===== src/common/ram_defs.svh =====
// AXI4-Lite RAM sizing
// bus widths and implemented depth, shared by the packages and RTL
`ifndef RAM_DEFS_SVH
`define RAM_DEFS_SVH

// bus and storage word width in bits
`define RAM_DATA_WIDTH 32

// AXI byte address width
`define RAM_ADDR_WIDTH 16

// implemented words, power of two
`define RAM_WORDS 256

// word index width
`define RAM_WORD_BITS $clog2(`RAM_WORDS)

// one strobe bit per data byte
`define RAM_STRB_WIDTH (`RAM_DATA_WIDTH / 8)

// byte offset bits inside a word
`define RAM_BYTE_BITS $clog2(`RAM_STRB_WIDTH)

// address bits above the implemented range
`define RAM_UPPER_BITS (`RAM_ADDR_WIDTH - `RAM_WORD_BITS - `RAM_BYTE_BITS)

`endif


===== src/common/ram_pkg.sv =====
// memory-side types for the AXI4-Lite RAM
// address decode view, storage request, controller states
`default_nettype none

`include "ram_defs.svh"

package ram_pkg;

   // one byte address, seen raw or split into fields
   typedef union packed {
      logic [`RAM_ADDR_WIDTH-1:0] raw;
      struct packed {
         // nonzero means outside the implemented depth
         logic [`RAM_UPPER_BITS-1:0] upper;
         logic [`RAM_WORD_BITS-1:0]  index;
         logic [`RAM_BYTE_BITS-1:0]  offset;
      } field;
   } ram_addr_u;

   // AXI-side storage access, at most one of wr_en/rd_en
   typedef struct packed {
      logic                       wr_en;
      logic                       rd_en;
      logic [`RAM_WORD_BITS-1:0]  index;
      logic [`RAM_DATA_WIDTH-1:0] data;
      logic [`RAM_STRB_WIDTH-1:0] strb;
   } ram_req_t;

   typedef enum logic [1:0] {
      INIT,
      IDLE,
      WRITE_RESP,
      READ_RESP
   } ctrl_state_t;

endpackage

`default_nettype wire


===== src/axil_ram/ram_init_counter.sv =====
// RAM clear sequencer
// after reset writes zero to every word, one per cycle,
// then holds init_done until the next reset
`default_nettype none

`include "ram_defs.svh"

module ram_init_counter (
   input  logic              clk,
   input  logic              rst,
   output ram_pkg::ram_req_t init_req,
   output logic              init_done
);

   logic [`RAM_WORD_BITS-1:0] count;
   logic                      done;

   always_ff @(posedge clk) begin
      if (rst) begin
         count <= '0;
         done  <= 1'b0;
      end else if (!done) begin
         // last word goes out this cycle
         if (count == `RAM_WORD_BITS'(`RAM_WORDS - 1)) begin
            done <= 1'b1;
         end else begin
            count <= count + 1'b1;
         end
      end
   end

   // full-strobe zero write at the current index
   always_comb begin
      init_req       = '0;
      init_req.wr_en = !done;
      init_req.index = count;
      init_req.strb  = '1;
   end

   assign init_done = done;

   // index frozen once the sweep is over
   a_hold_after_done: assert property (@(posedge clk) disable iff (rst)
      done |=> (done && $stable(count)));

endmodule

`default_nettype wire


===== config.mk =====
export PLATFORM = sky130hd
export DESIGN_NAME = ram_init_counter
export DESIGN_NICKNAME = d
export VERILOG_FILES = /design/src/common/ram_pkg.sv /design/src/axil_ram/ram_init_counter.sv
export VERILOG_INCLUDE_DIRS = /design/src /design/src/common
export SDC_FILE = /design/constraint.sdc
export NUM_CORES = 1
export LEC_CHECK = 0
export BUFFER_PORTS_ARGS = -buffer_cell sky130_fd_sc_hd__buf_2
export CORE_MARGIN = 4
export CORE_UTILIZATION = 44
export DETAILED_ROUTE_END_ITERATION = 16
export MAX_ROUTING_LAYER = met4
export PLACE_DENSITY = 0.95
export RECOVER_POWER = 25
export SLEW_MARGIN = 15
export SYNTH_ARGS = -nofsm -noshare
export SYNTH_HDL_FRONTEND = slang
export SYNTH_SLANG_ARGS = --single-unit
export TNS_END_PERCENT = 50

===== constraint.sdc =====
create_clock -name clk -period 2.42 [get_ports clk]
set_clock_uncertainty 0.1 [all_clocks]
set_input_delay 0.363 -clock clk [delete_from_list [all_inputs] [get_ports clk]]
set_output_delay 0.363 -clock clk [all_outputs]
set_load 0.02 [all_outputs]

==> impl.org <==
** Run status
- Status :: finished, final reports clean

** Logic synthesis
- Adder-cell share of the synthesized area :: 0.0170
- Flop and latch count out of synthesis :: 9
- Measured against the total synthesized area, the mux share comes to 0.0341.
- By area the synthesized netlist is led by sky130_fd_sc_hd__buf_4, sky130_fd_sc_hd__dfxtp_1, sky130_fd_sc_hd__a21oi_1.
- After synthesis, the largest family of logic cells by area is buffers and inverters.
- Of the synthesized area, sequential elements account for 0.245.
- Simple logic cell fraction of the synthesized area :: 0.174
- Summing every instance area after synthesis gives about 730 um^2.
- The synthesized netlist contains 28 unique library cells.
- Avg Synthesized Cell Area :: about 8.5 um^2
- Post-synthesis compound-gate area fraction :: 0.116
- Number of instances in the synthesized netlist :: 86
- Yosys Warn Count :: 0
- Library cell occupying the most area in the post-synthesis netlist :: sky130_fd_sc_hd__buf_4
- Xor/xnor share of the synthesized area :: 0
- Fraction of post-synthesis cell area in the top cell type by area :: 0.378

** Detailed routing
- Per-cell via count in the routed design :: between 4 and 5
- Routed WL per cell :: roughly 11 um
- Detailed Routing Iterations Pass 1 :: 4
- Via count of the routed design :: 525
- The detailed router finished its first iteration with 15 violations.
- In the routed design, unresolved DRC markers number 0.
- Remaining antenna violation count after routing :: 0
- For this block, the routed nets add up to about 1300 um of wire.

** Placement
- Number of buffer cells added on primary ports :: 11
- Last weighted congestion value of the routability-driven placer :: between 0.7 and 0.8
- Once detailed placement completed, the half-perimeter wirelength came to 934 um.
- Placed standard-cell area :: ~650 um^2

** Critical path
- In this run the worst path has a maximum fanout of 6.
- Largest delay share family, worst path :: flip-flops
- CP endpoint kind :: flip-flop
- Register-to-register setup slack :: around 800 ps
- STA classifies the critical path startpoint as a flip-flop.
- The setup path with the least slack is of type reg -> reg.
- Crit-path max cell delay :: ~360 ps
- On the critical path, the stage with the largest delay is an instance of sky130_fd_sc_hd__dfxtp_1.
- WP data arrival :: approximately 1700 ps
- Launching point of the worst reg2reg path :: count[0]$_SDFFE_PP0P_
- WP data required :: between 2000 and 2500 ps
- Combined buffer and inverter count along the critical path :: 0
- The critical path goes through ha_1 > and4_4 > a21oi_2 > mux2_4.
- The critical path starts at count[0]$_SDFFE_PP0P_.

** Clock network
- Total number of clock tree sinks :: 9
- The clock passes through at most 2 buffers.
- After clock tree synthesis, the setup repair step added 0 buffers.
- The root buffer cell chosen for the clock tree is sky130_fd_sc_hd__clkbuf_4.
- The clock reaches the later pin of the worst-skew pair after ~260 ps.
- Post-cts gate resize count :: 0
- Number of clock buffers inserted by TritonCTS :: 3
- CTS Hold Bufs :: 0
- H-tree depth reported by CTS :: 1
- TritonCTS built the clock tree.
- Clock-pin slew was measured on the worst setup and hold paths at approximately 60 ps.

** STA
- Final Max Slew Viols :: 0
- Setup violations remaining at the end of the flow were counted as 0.
- The routed design could run at a clock period as short as about 1600 ps.
- Of the available clock period, the critical path in the final layout requires 0.665.
- The final-report hold violation count came to 0.
- Fmax :: between 600 and 700 MHz
- For the final routed database, the setup TNS stands at 0 ps.
- Setup repair after global routing left no endpoint under its margin.

** Global routing
- Number of antenna violations at the first check in global routing :: 0
- GRT Total Usage :: 0.103
- Maximum number of pins on one net before global-route repair :: 12
- First-pass GRT wire length :: ~1800 um
- The via count of the first global-routing pass came to ~390.
- After global routing the overflow that remains totals 0.

** Layout
- At the end of the flow the core is filled with cells to 0.435.
- The final layout contains between 100 and 150 nets.
- After routing the design area is roughly 670 um^2.
- Layout overhead on the synthesized area :: -8.69%
- The number of antenna diodes in the final layout is 0.
- Layout cells sized above 1 :: 0.165

** Pwr
- The worst-case IR drop observed on VDD is 283 uV.
- Standby leakage power :: around 0.33 nW
- For this design the ratio of total power to cell area is between 500 and 600 mW/mm^2.

** Flow run
- Max capacitance violation total :: 0

** Worst hold path
- Hold Path Origin :: rst
- The min-delay analysis places its worst path in the category in -> reg.

** Floorplan
- Measured along the y axis, the die boundary spans just under 50 um.
- The die covers ~0.0024 mm^2.
- Number of top-level pins :: 49
- Die Width :: 48.9 um
- For this configuration, the core starts out at a cell density of 0.476.
- Row generation in the floorplan step produced 14 rows.
- The floorplan step defined a core boundary enclosing between 0.0015 and 0.002 mm^2.
## power by group
part           switching [mW]  internal [mW]
registers             0.00715          0.153
clock network          0.0556         0.0637
logic                  0.0654        0.00987
total                   0.128          0.226
## routing by layer
| layer | up-vias | share of wire | GRT usage | wire [um] |
|---|---|---|---|---|
| met5 | - | 0 | - | 0 |
| met4 | 0 | 0 | 0.0538 | 0 |
| met3 | 0 | 0.15 | 0.0642 | 191 |
| met2 | 45 | 0.48 | 0.150 | 607 |
| met1 | 237 | 0.36 | 0.106 | 454 |
| li1 | 243 | - | - | - |
## cell type report
cell class / count / area, um^2
clock buffers: 4 / 26.3
multi-input cells: 72 / 389
fillers: 159 / 871
flip-flops and latches: 9 / 180
repair buffers: 11 / 51.3
well taps: 16 / 20.0
inverters: 1 / 3.75
## cell families (layout without fill, tap and decap cells)
kind of cell	after synthesis	in the layout
buf+inv	40	16
compound gates	13	13
flops	9	9
other cells	2	37
simple gates	19	19
fa+ha+maj	1	1
mux	2	2
## placed cells by master, fill, tap and decap left out, types with 2 or more instances in the layout
cell type | synthesis | routed
sky130_fd_sc_hd__clkbuf_4 | 0 | 3
sky130_fd_sc_hd__nand2b_1 | 2 | 2
sky130_fd_sc_hd__conb_1 | 2 | 37
sky130_fd_sc_hd__a21oi_1 | 5 | 5
sky130_fd_sc_hd__a211oi_1 | 3 | 3
sky130_fd_sc_hd__buf_2 | 0 | 8
sky130_fd_sc_hd__dfxtp_1 | 9 | 9
sky130_fd_sc_hd__nor2_1 | 3 | 3
sky130_fd_sc_hd__clkbuf_1 | 1 | 4
sky130_fd_sc_hd__a31oi_1 | 2 | 2
sky130_fd_sc_hd__nor3_1 | 4 | 4
## path summary, 6_finish.rpt
check	to	cells past startpoint
hold reg to reg	count[7]$_SDFFE_PP0P_	1
hold / removal	count[7]$_SDFFE_PP0P_	2
setup reg to reg	count[0]$_SDFFE_PP0P_	4
setup / recovery	count[0]$_SDFFE_PP0P_	4
## synthesized netlist by cell type
master                     count
sky130_fd_sc_hd__nand2_1       1
sky130_fd_sc_hd__a311oi_1      1
sky130_fd_sc_hd__nor3_1        4
sky130_fd_sc_hd__a211oi_1      3
sky130_fd_sc_hd__nand4b_1      1
sky130_fd_sc_hd__nor4b_1       1
sky130_fd_sc_hd__clkbuf_1      1
sky130_fd_sc_hd__and3b_2       1
sky130_fd_sc_hd__nor2b_1       1
sky130_fd_sc_hd__a31oi_1       2
sky130_fd_sc_hd__buf_6         1
sky130_fd_sc_hd__mux2i_1       1
sky130_fd_sc_hd__inv_1         1
sky130_fd_sc_hd__ha_1          1
sky130_fd_sc_hd__and4b_1       1
sky130_fd_sc_hd__nor2_1        3
sky130_fd_sc_hd__and3_4        1
sky130_fd_sc_hd__buf_4        37
sky130_fd_sc_hd__dfxtp_1       9
sky130_fd_sc_hd__nand3b_1      1
sky130_fd_sc_hd__a21oi_1       5
sky130_fd_sc_hd__nand4_1       1
sky130_fd_sc_hd__conb_1        2
sky130_fd_sc_hd__mux2_4        1
sky130_fd_sc_hd__nand2b_1      2
sky130_fd_sc_hd__a21boi_1      1
sky130_fd_sc_hd__and4_4        1
sky130_fd_sc_hd__a21oi_2       1
## metrics by stage
stage / instances / setup WS [ps] / total power [mW] / hold WS, ps
2_1_floorplan: 121 / 831 / 0.274 / 480
3_3_place_gp: 109 / 899 / 0.235 / 406
3_5_place_dp: 109 / 839 / 0.236 / 412
4_1_cts: 113 / 823 / 0.356 / 294
5_1_grt: 113 / 741 / 0.374 / 303
6_report: 113 / 812 / 0.354 / 304
## sequential cells by signal, summed over array words and instances (netlist names)
name,flops
init_done,1
count,8
Power figures use the tool's default switching activity.
