[src/common/ram_defs.svh]
// AXI4-Lite RAM sizing
// bus widths and implemented depth, shared by the packages and RTL
`ifndef RAM_DEFS_SVH
`define RAM_DEFS_SVH

// bus and storage word width in bits
`define RAM_DATA_WIDTH 32

// AXI byte address width
`define RAM_ADDR_WIDTH 16

// implemented words, power of two
`define RAM_WORDS 256

// word index width
`define RAM_WORD_BITS $clog2(`RAM_WORDS)

// one strobe bit per data byte
`define RAM_STRB_WIDTH (`RAM_DATA_WIDTH / 8)

// byte offset bits inside a word
`define RAM_BYTE_BITS $clog2(`RAM_STRB_WIDTH)

// address bits above the implemented range
`define RAM_UPPER_BITS (`RAM_ADDR_WIDTH - `RAM_WORD_BITS - `RAM_BYTE_BITS)

`endif

[src/common/axil_pkg.sv]
// AXI4-Lite channel types
// one struct per channel payload, valid/ready stay separate
`default_nettype none

`include "ram_defs.svh"

package axil_pkg;

   // only the two codes this slave can return
   typedef enum logic [1:0] {
      OKAY   = 2'b00,
      DECERR = 2'b11
   } axil_resp_t;

   // write address channel
   typedef struct packed {
      logic [`RAM_ADDR_WIDTH-1:0] addr;
      logic [2:0]                 prot;
   } axil_aw_t;

   // write data channel
   typedef struct packed {
      logic [`RAM_DATA_WIDTH-1:0] data;
      logic [`RAM_STRB_WIDTH-1:0] strb;
   } axil_w_t;

   // write response channel
   typedef struct packed {
      axil_resp_t resp;
   } axil_b_t;

   // read address channel
   typedef struct packed {
      logic [`RAM_ADDR_WIDTH-1:0] addr;
      logic [2:0]                 prot;
   } axil_ar_t;

   // read data channel
   typedef struct packed {
      logic [`RAM_DATA_WIDTH-1:0] data;
      axil_resp_t                 resp;
   } axil_r_t;

endpackage

`default_nettype wire

[src/common/ram_pkg.sv]
// memory-side types for the AXI4-Lite RAM
// address decode view, storage request, controller states
`default_nettype none

`include "ram_defs.svh"

package ram_pkg;

   // one byte address, seen raw or split into fields
   typedef union packed {
      logic [`RAM_ADDR_WIDTH-1:0] raw;
      struct packed {
         // nonzero means outside the implemented depth
         logic [`RAM_UPPER_BITS-1:0] upper;
         logic [`RAM_WORD_BITS-1:0]  index;
         logic [`RAM_BYTE_BITS-1:0]  offset;
      } field;
   } ram_addr_u;

   // AXI-side storage access, at most one of wr_en/rd_en
   typedef struct packed {
      logic                       wr_en;
      logic                       rd_en;
      logic [`RAM_WORD_BITS-1:0]  index;
      logic [`RAM_DATA_WIDTH-1:0] data;
      logic [`RAM_STRB_WIDTH-1:0] strb;
   } ram_req_t;

   typedef enum logic [1:0] {
      INIT,
      IDLE,
      WRITE_RESP,
      READ_RESP
   } ctrl_state_t;

endpackage

`default_nettype wire

[src/axil_ram/axil_ram_ctrl.sv]
// AXI4-Lite RAM controller
// holds off the bus during the clear sweep, then serializes write and
// read transactions onto the single storage port with alternating
// priority, decodes out-of-range addresses to DECERR
`default_nettype none

`include "ram_defs.svh"

module axil_ram_ctrl (
   input  logic                       clk,
   input  logic                       rst,
   input  axil_pkg::axil_aw_t         aw,
   input  logic                       aw_valid,
   output logic                       aw_ready,
   input  axil_pkg::axil_w_t          w,
   input  logic                       w_valid,
   output logic                       w_ready,
   output axil_pkg::axil_b_t          b,
   output logic                       b_valid,
   input  logic                       b_ready,
   input  axil_pkg::axil_ar_t         ar,
   input  logic                       ar_valid,
   output logic                       ar_ready,
   output axil_pkg::axil_r_t          r,
   output logic                       r_valid,
   input  logic                       r_ready,
   input  ram_pkg::ram_req_t          init_req,
   input  logic                       init_done,
   output ram_pkg::ram_req_t          mem_req,
   input  logic [`RAM_DATA_WIDTH-1:0] rd_data
);
   import axil_pkg::*;
   import ram_pkg::*;

   ctrl_state_t state;
   // set when the last served transaction was a write
   logic        last_wr;
   axil_resp_t  b_resp_q;
   axil_resp_t  r_resp_q;
   ram_addr_u   aw_dec;
   ram_addr_u   ar_dec;
   logic        wr_pending;
   logic        rd_pending;
   logic        wr_grant;
   logic        rd_grant;
   logic        wr_in_range;
   logic        rd_in_range;
   ram_req_t    own_req;

   assign aw_dec.raw = aw.addr;
   assign ar_dec.raw = ar.addr;

   // anything above the implemented words decodes to DECERR
   assign wr_in_range = (aw_dec.field.upper == '0);
   assign rd_in_range = (ar_dec.field.upper == '0);

   // a write needs both address and data present
   assign wr_pending = aw_valid && w_valid;
   assign rd_pending = ar_valid;

   // write goes first unless it was served last and a read waits
   assign wr_grant = (state == IDLE) && wr_pending && (!rd_pending || !last_wr);
   assign rd_grant = (state == IDLE) && rd_pending && !wr_grant;

   // single-cycle ready pulse on the accept cycle
   assign aw_ready = wr_grant;
   assign w_ready  = wr_grant;
   assign ar_ready = rd_grant;

   // storage request for the accepted transaction
   always_comb begin
      own_req = '0;
      if (wr_grant) begin
         // DECERR writes touch no memory
         own_req.wr_en = wr_in_range;
         own_req.index = aw_dec.field.index;
         own_req.data  = w.data;
         own_req.strb  = w.strb;
      end else if (rd_grant) begin
         own_req.rd_en = rd_in_range;
         own_req.index = ar_dec.field.index;
      end
   end

   // clear sweep owns the storage port until done
   assign mem_req = init_done ? own_req : init_req;

   always_ff @(posedge clk) begin
      if (rst) begin
         state   <= INIT;
         // read counts as last served, so writes win first
         last_wr <= 1'b0;
      end else begin
         case (state)
            INIT: begin
               if (init_done) begin
                  state <= IDLE;
               end
            end
            IDLE: begin
               if (wr_grant) begin
                  state   <= WRITE_RESP;
                  last_wr <= 1'b1;
               end else if (rd_grant) begin
                  state   <= READ_RESP;
                  last_wr <= 1'b0;
               end
            end
            WRITE_RESP: begin
               if (b_ready) begin
                  state <= IDLE;
               end
            end
            READ_RESP: begin
               if (r_ready) begin
                  state <= IDLE;
               end
            end
            default: state <= INIT;
         endcase
      end
   end

   // response codes, captured on accept
   always_ff @(posedge clk) begin
      if (wr_grant) begin
         b_resp_q <= wr_in_range ? OKAY : DECERR;
      end
      if (rd_grant) begin
         r_resp_q <= rd_in_range ? OKAY : DECERR;
      end
   end

   assign b_valid = (state == WRITE_RESP);
   assign b.resp  = b_resp_q;

   // storage holds rd_data until the next read request, none come in READ_RESP
   assign r_valid = (state == READ_RESP);
   assign r.resp  = r_resp_q;
   assign r.data  = (r_resp_q == DECERR) ? '0 : rd_data;

   // one response channel at a time
   a_one_resp: assert property (@(posedge clk) disable iff (rst)
      !(b_valid && r_valid));

   // bus stays closed during the clear sweep
   a_no_ready_init: assert property (@(posedge clk) disable iff (rst)
      (state == INIT) |-> !(aw_ready || w_ready || ar_ready));

   // responses hold under back-pressure
   a_b_stable: assert property (@(posedge clk) disable iff (rst)
      (b_valid && !b_ready) |=> (b_valid && $stable(b)));

   a_r_stable: assert property (@(posedge clk) disable iff (rst)
      (r_valid && !r_ready) |=> (r_valid && $stable(r)));

endmodule

`default_nettype wire

[config.mk]
export PLATFORM = sky130hd
export DESIGN_NAME = axil_ram_ctrl
export DESIGN_NICKNAME = d
export VERILOG_FILES = /design/src/common/axil_pkg.sv /design/src/common/ram_pkg.sv /design/src/axil_ram/axil_ram_ctrl.sv
export VERILOG_INCLUDE_DIRS = /design/src /design/src/common
export SDC_FILE = /design/constraint.sdc
export NUM_CORES = 1
export LEC_CHECK = 0
export ABC_AREA = 1
export BUFFER_PORTS_ARGS = -buffer_cell sky130_fd_sc_hd__buf_2
export CAP_MARGIN = 20
export CORE_AREA = 2 2 97 99
export CTS_CLUSTER_SIZE = 30
export DETAILED_ROUTE_END_ITERATION = 7
export DIE_AREA = 0 0 99 101
export GPL_TIMING_DRIVEN = 0
export HOLD_SLACK_MARGIN = 0.15
export PLACE_DENSITY_LB_ADDON = 0.3
export SKIP_LAST_GASP = 1
export SLEW_MARGIN = 40
export SYNTH_ARGS = -nofsm -noshare
export SYNTH_HDL_FRONTEND = slang
export SYNTH_SLANG_ARGS = --single-unit
[constraint.sdc]
create_clock -name clk -period 2.15 [get_ports clk]
set_input_delay 0.215 -clock clk [delete_from_list [all_inputs] [get_ports clk]]
set_output_delay 0.215 -clock clk [all_outputs]
set_load 0.02 [all_outputs]
==> impl_metrics.tcl <==
set metrics [dict create \
    status "finished clean" \
    port_buffers 235 \
    crit_path_top_delay_cell "dfxtp_1" \
    crit_fanout 9 \
    fin_skew_ns 0.00202 \
    initial_utilization_pct 14.1 \
    critical_path.cell_chain "nand2_2 -> nor2_2 -> inv_1 -> nor2_4 -> nand2_1 -> nand2_1 -> buf_2" \
    initialDrtViolationCount 41 \
    post_cts_buffers 0 \
    drive_gt1_share_pct 50.2 \
    crit_top_cell "nand2_1" \
    multi_input_area_um2 866 \
    drc 0 \
    clkLatencyLatePin_ns 0.22 \
    fin_crit_ns 1.96 \
    htreeDepth 1 \
    drt_first_pass_iters 4 \
    hold_class "input port to register" \
    path_clk_slew_ns 0.03 \
    min_from "rst" \
    ctsHoldBuffers 0 \
    route.final.wire_length_um 6380 \
    rows 35 \
    fillers 1019 \
    grt_usage_pct 10.9 \
    ys_ff_latch 5 \
    grt_max_degree 11 \
    regArea_um2 120 \
    postRouteAntennaNets 0 \
    rsz0062_at_grt "false" \
    final_nets 673 \
    max-slew-margin-rel_pct 71.5 \
    cts_buffers 3 \
    setup_violations 0 \
    die_area_um2 10000 \
    clock.fmax_mhz 509 \
    grt_pass1_vias 2035 \
    startpoint_type "register" \
    vdd_drop_max_mv 0.121 \
    cts_sinks 5 \
    cellPowerDensity_nw_per_um2 289 \
    tightest_slew_ns 0.428 \
    maxSlewViolCount 0 \
    grt_pass1_wl_um 8820 \
    root_buffer "clkbuf_8" \
    syn_area_um2 1260 \
    syn_nets 433 \
    synthCells 273 \
    criticalPathCategory "register to output port" \
    whs_ns 0.194 \
    fp.dieH_um 101 \
    post_cts_resized 0 \
    core_um2 8980 \
    crit_path_max_incr_delay_ns 0.43 \
    final_hold_viol_count 0 \
    chipWidth_um 99 \
    p_leak_nw 1.86 \
    crit_required_ns 1.93 \
    r2r_end "r_resp_q[0]$_DFFE_PN_" \
    maxCapViolCount 0 \
    pin_count 247 \
    grt_overflow 0 \
    p_total_mw 0.758 \
    placed_area_um2 2580 \
    arrival_ns 1.75 \
    fin_area_um2 2630 \
    synth.distinct_cells 20 \
    viasPerCell 3.88 \
    n_antenna_cell 0 \
    end_kind "output port" \
    dp.cells 619 \
    clock_path_buffers 2 \
    final_cells 623 \
    synth_seq_area_share_pct 9.50 \
    area_growth_pct 108 \
    hpwl_um 5720 \
    r2r_start "state[0]$_SDFFE_PP0P_" \
    grt_antenna_before_repair 0 \
    drt-wirelength-per-cell_um 10.2 \
    timing.final.crit_share_pct 91.3 \
    fin_tns_setup_ns 0 \
    reg2reg_depth 4 \
    syn_avg_cell_area_um2 4.63 \
    min_to "last_wr$_SDFFE_PP0P_" \
    cts_tree "done" \
    holdPathStages 2 \
    vias 2419 \
    place_congestion 0.691 \
    r2r_slack_ns 0.61 \
    ys_warn_count 0 \
]
cell type report:
| class | count | share of cell area, % |
|---|---|---|
| Clock buffer | 4 | 1.72 |
| Buffer | 17 | 4.34 |
| Sequential cell | 5 | 4.58 |
| Tap cell | 111 | 5.29 |
| Inverter | 44 | 6.29 |
| Timing Repair Buffer | 235 | 44.8 |
| Multi-Input combinational cell | 207 | 33.0 |
critical path, delay by kind of cell, from the launching register on:
kind,cells,cell delay (ns)
buffers and inverters,2,0.34
and+or+nand+nor,5,0.76
DFF,1,0.43
synthesized netlist by cell type (all sizes together):
library cell  instances  area share [%]
inv                  44              13
a31oi                 1            0.49
nand3                13             5.1
edfxtp                2             4.7
nand4                 9             4.5
dfxtp                 3             4.7
a21oi                 2            0.79
o21ai                 1            0.40
buf                  12             7.5
nor2                 44              16
nand2               137              41
clkbuf                5             1.5
sequential cells by signal (all words and copies together), names as in the netlist:
name / flops
state: 2
b: 1
r_resp_q: 1
last_wr: 1
power breakdown:
group          switching [mW]  internal, mW
sequential            0.00821         0.106
clock                  0.0440         0.127
combinational           0.270         0.203
through the flow:
stage,util [%],setup slack (ns)
3_3_place_gp,28.7,0.416
5_1_grt,29.2,0.00880
2_1_floorplan,-,0.606
3_5_place_dp,28.7,0.383
4_1_cts,29.2,0.144
6_report,29.2,0.186
worst max-delay path by stage:
| stage | cells past startpoint | endpoint | from |
|---|---|---|---|
| finish | 7 | mem_req[44] | state[0]$_SDFFE_PP0P_ |
| global route | 7 | mem_req[44] | state[0]$_SDFFE_PP0P_ |
| CTS | 7 | mem_req[44] | state[0]$_SDFFE_PP0P_ |
| detailed placement | 7 | mem_req[44] | state[0]$_SDFFE_PP0P_ |
| global placement | 7 | mem_req[44] | state[0]$_SDFFE_PP0P_ |
| floorplan | 6 | mem_req[45] | state[0]$_SDFFE_PP0P_ |
placed cells by master, fill, tap and decap left out:
cell	Yosys	routed
buf_4	4	4
nor2_4	2	2
a21oi_1	2	2
nand2_4	1	1
nor2_8	1	1
inv_2	1	1
inv_1	43	43
dfxtp_1	3	3
clkbuf_8	0	3
buf_6	4	4
edfxtp_1	2	2
o21ai_0	1	1
nand2_1	135	135
nand3_1	13	13
buf_2	4	239
nand2_2	1	1
nor2_1	40	40
a31oi_1	1	1
clkbuf_1	5	6
nor2_2	1	1
nand4_1	9	9
kinds of logic (layout without fill, tap and decap cells):
logic type / Yosys count / after routing / synth area share, %
simple gates: 203 / 203 / 66.8
buf+inv: 61 / 300 / 22.1
flops: 5 / 5 / 9.50
compound gates: 4 / 4 / 1.68
per-layer routing:
layer	GRT usage (%)	part of all wire, %	wire length (µm)	vias to the layer above
met5	0	0	0	-
met4	2.21	0.60	38	0
met3	2.15	9.2	590	4
met2	21.5	52	3350	146
met1	12.0	38	2400	996
li1	-	-	-	1273
(Power assumes the default switching activity.)
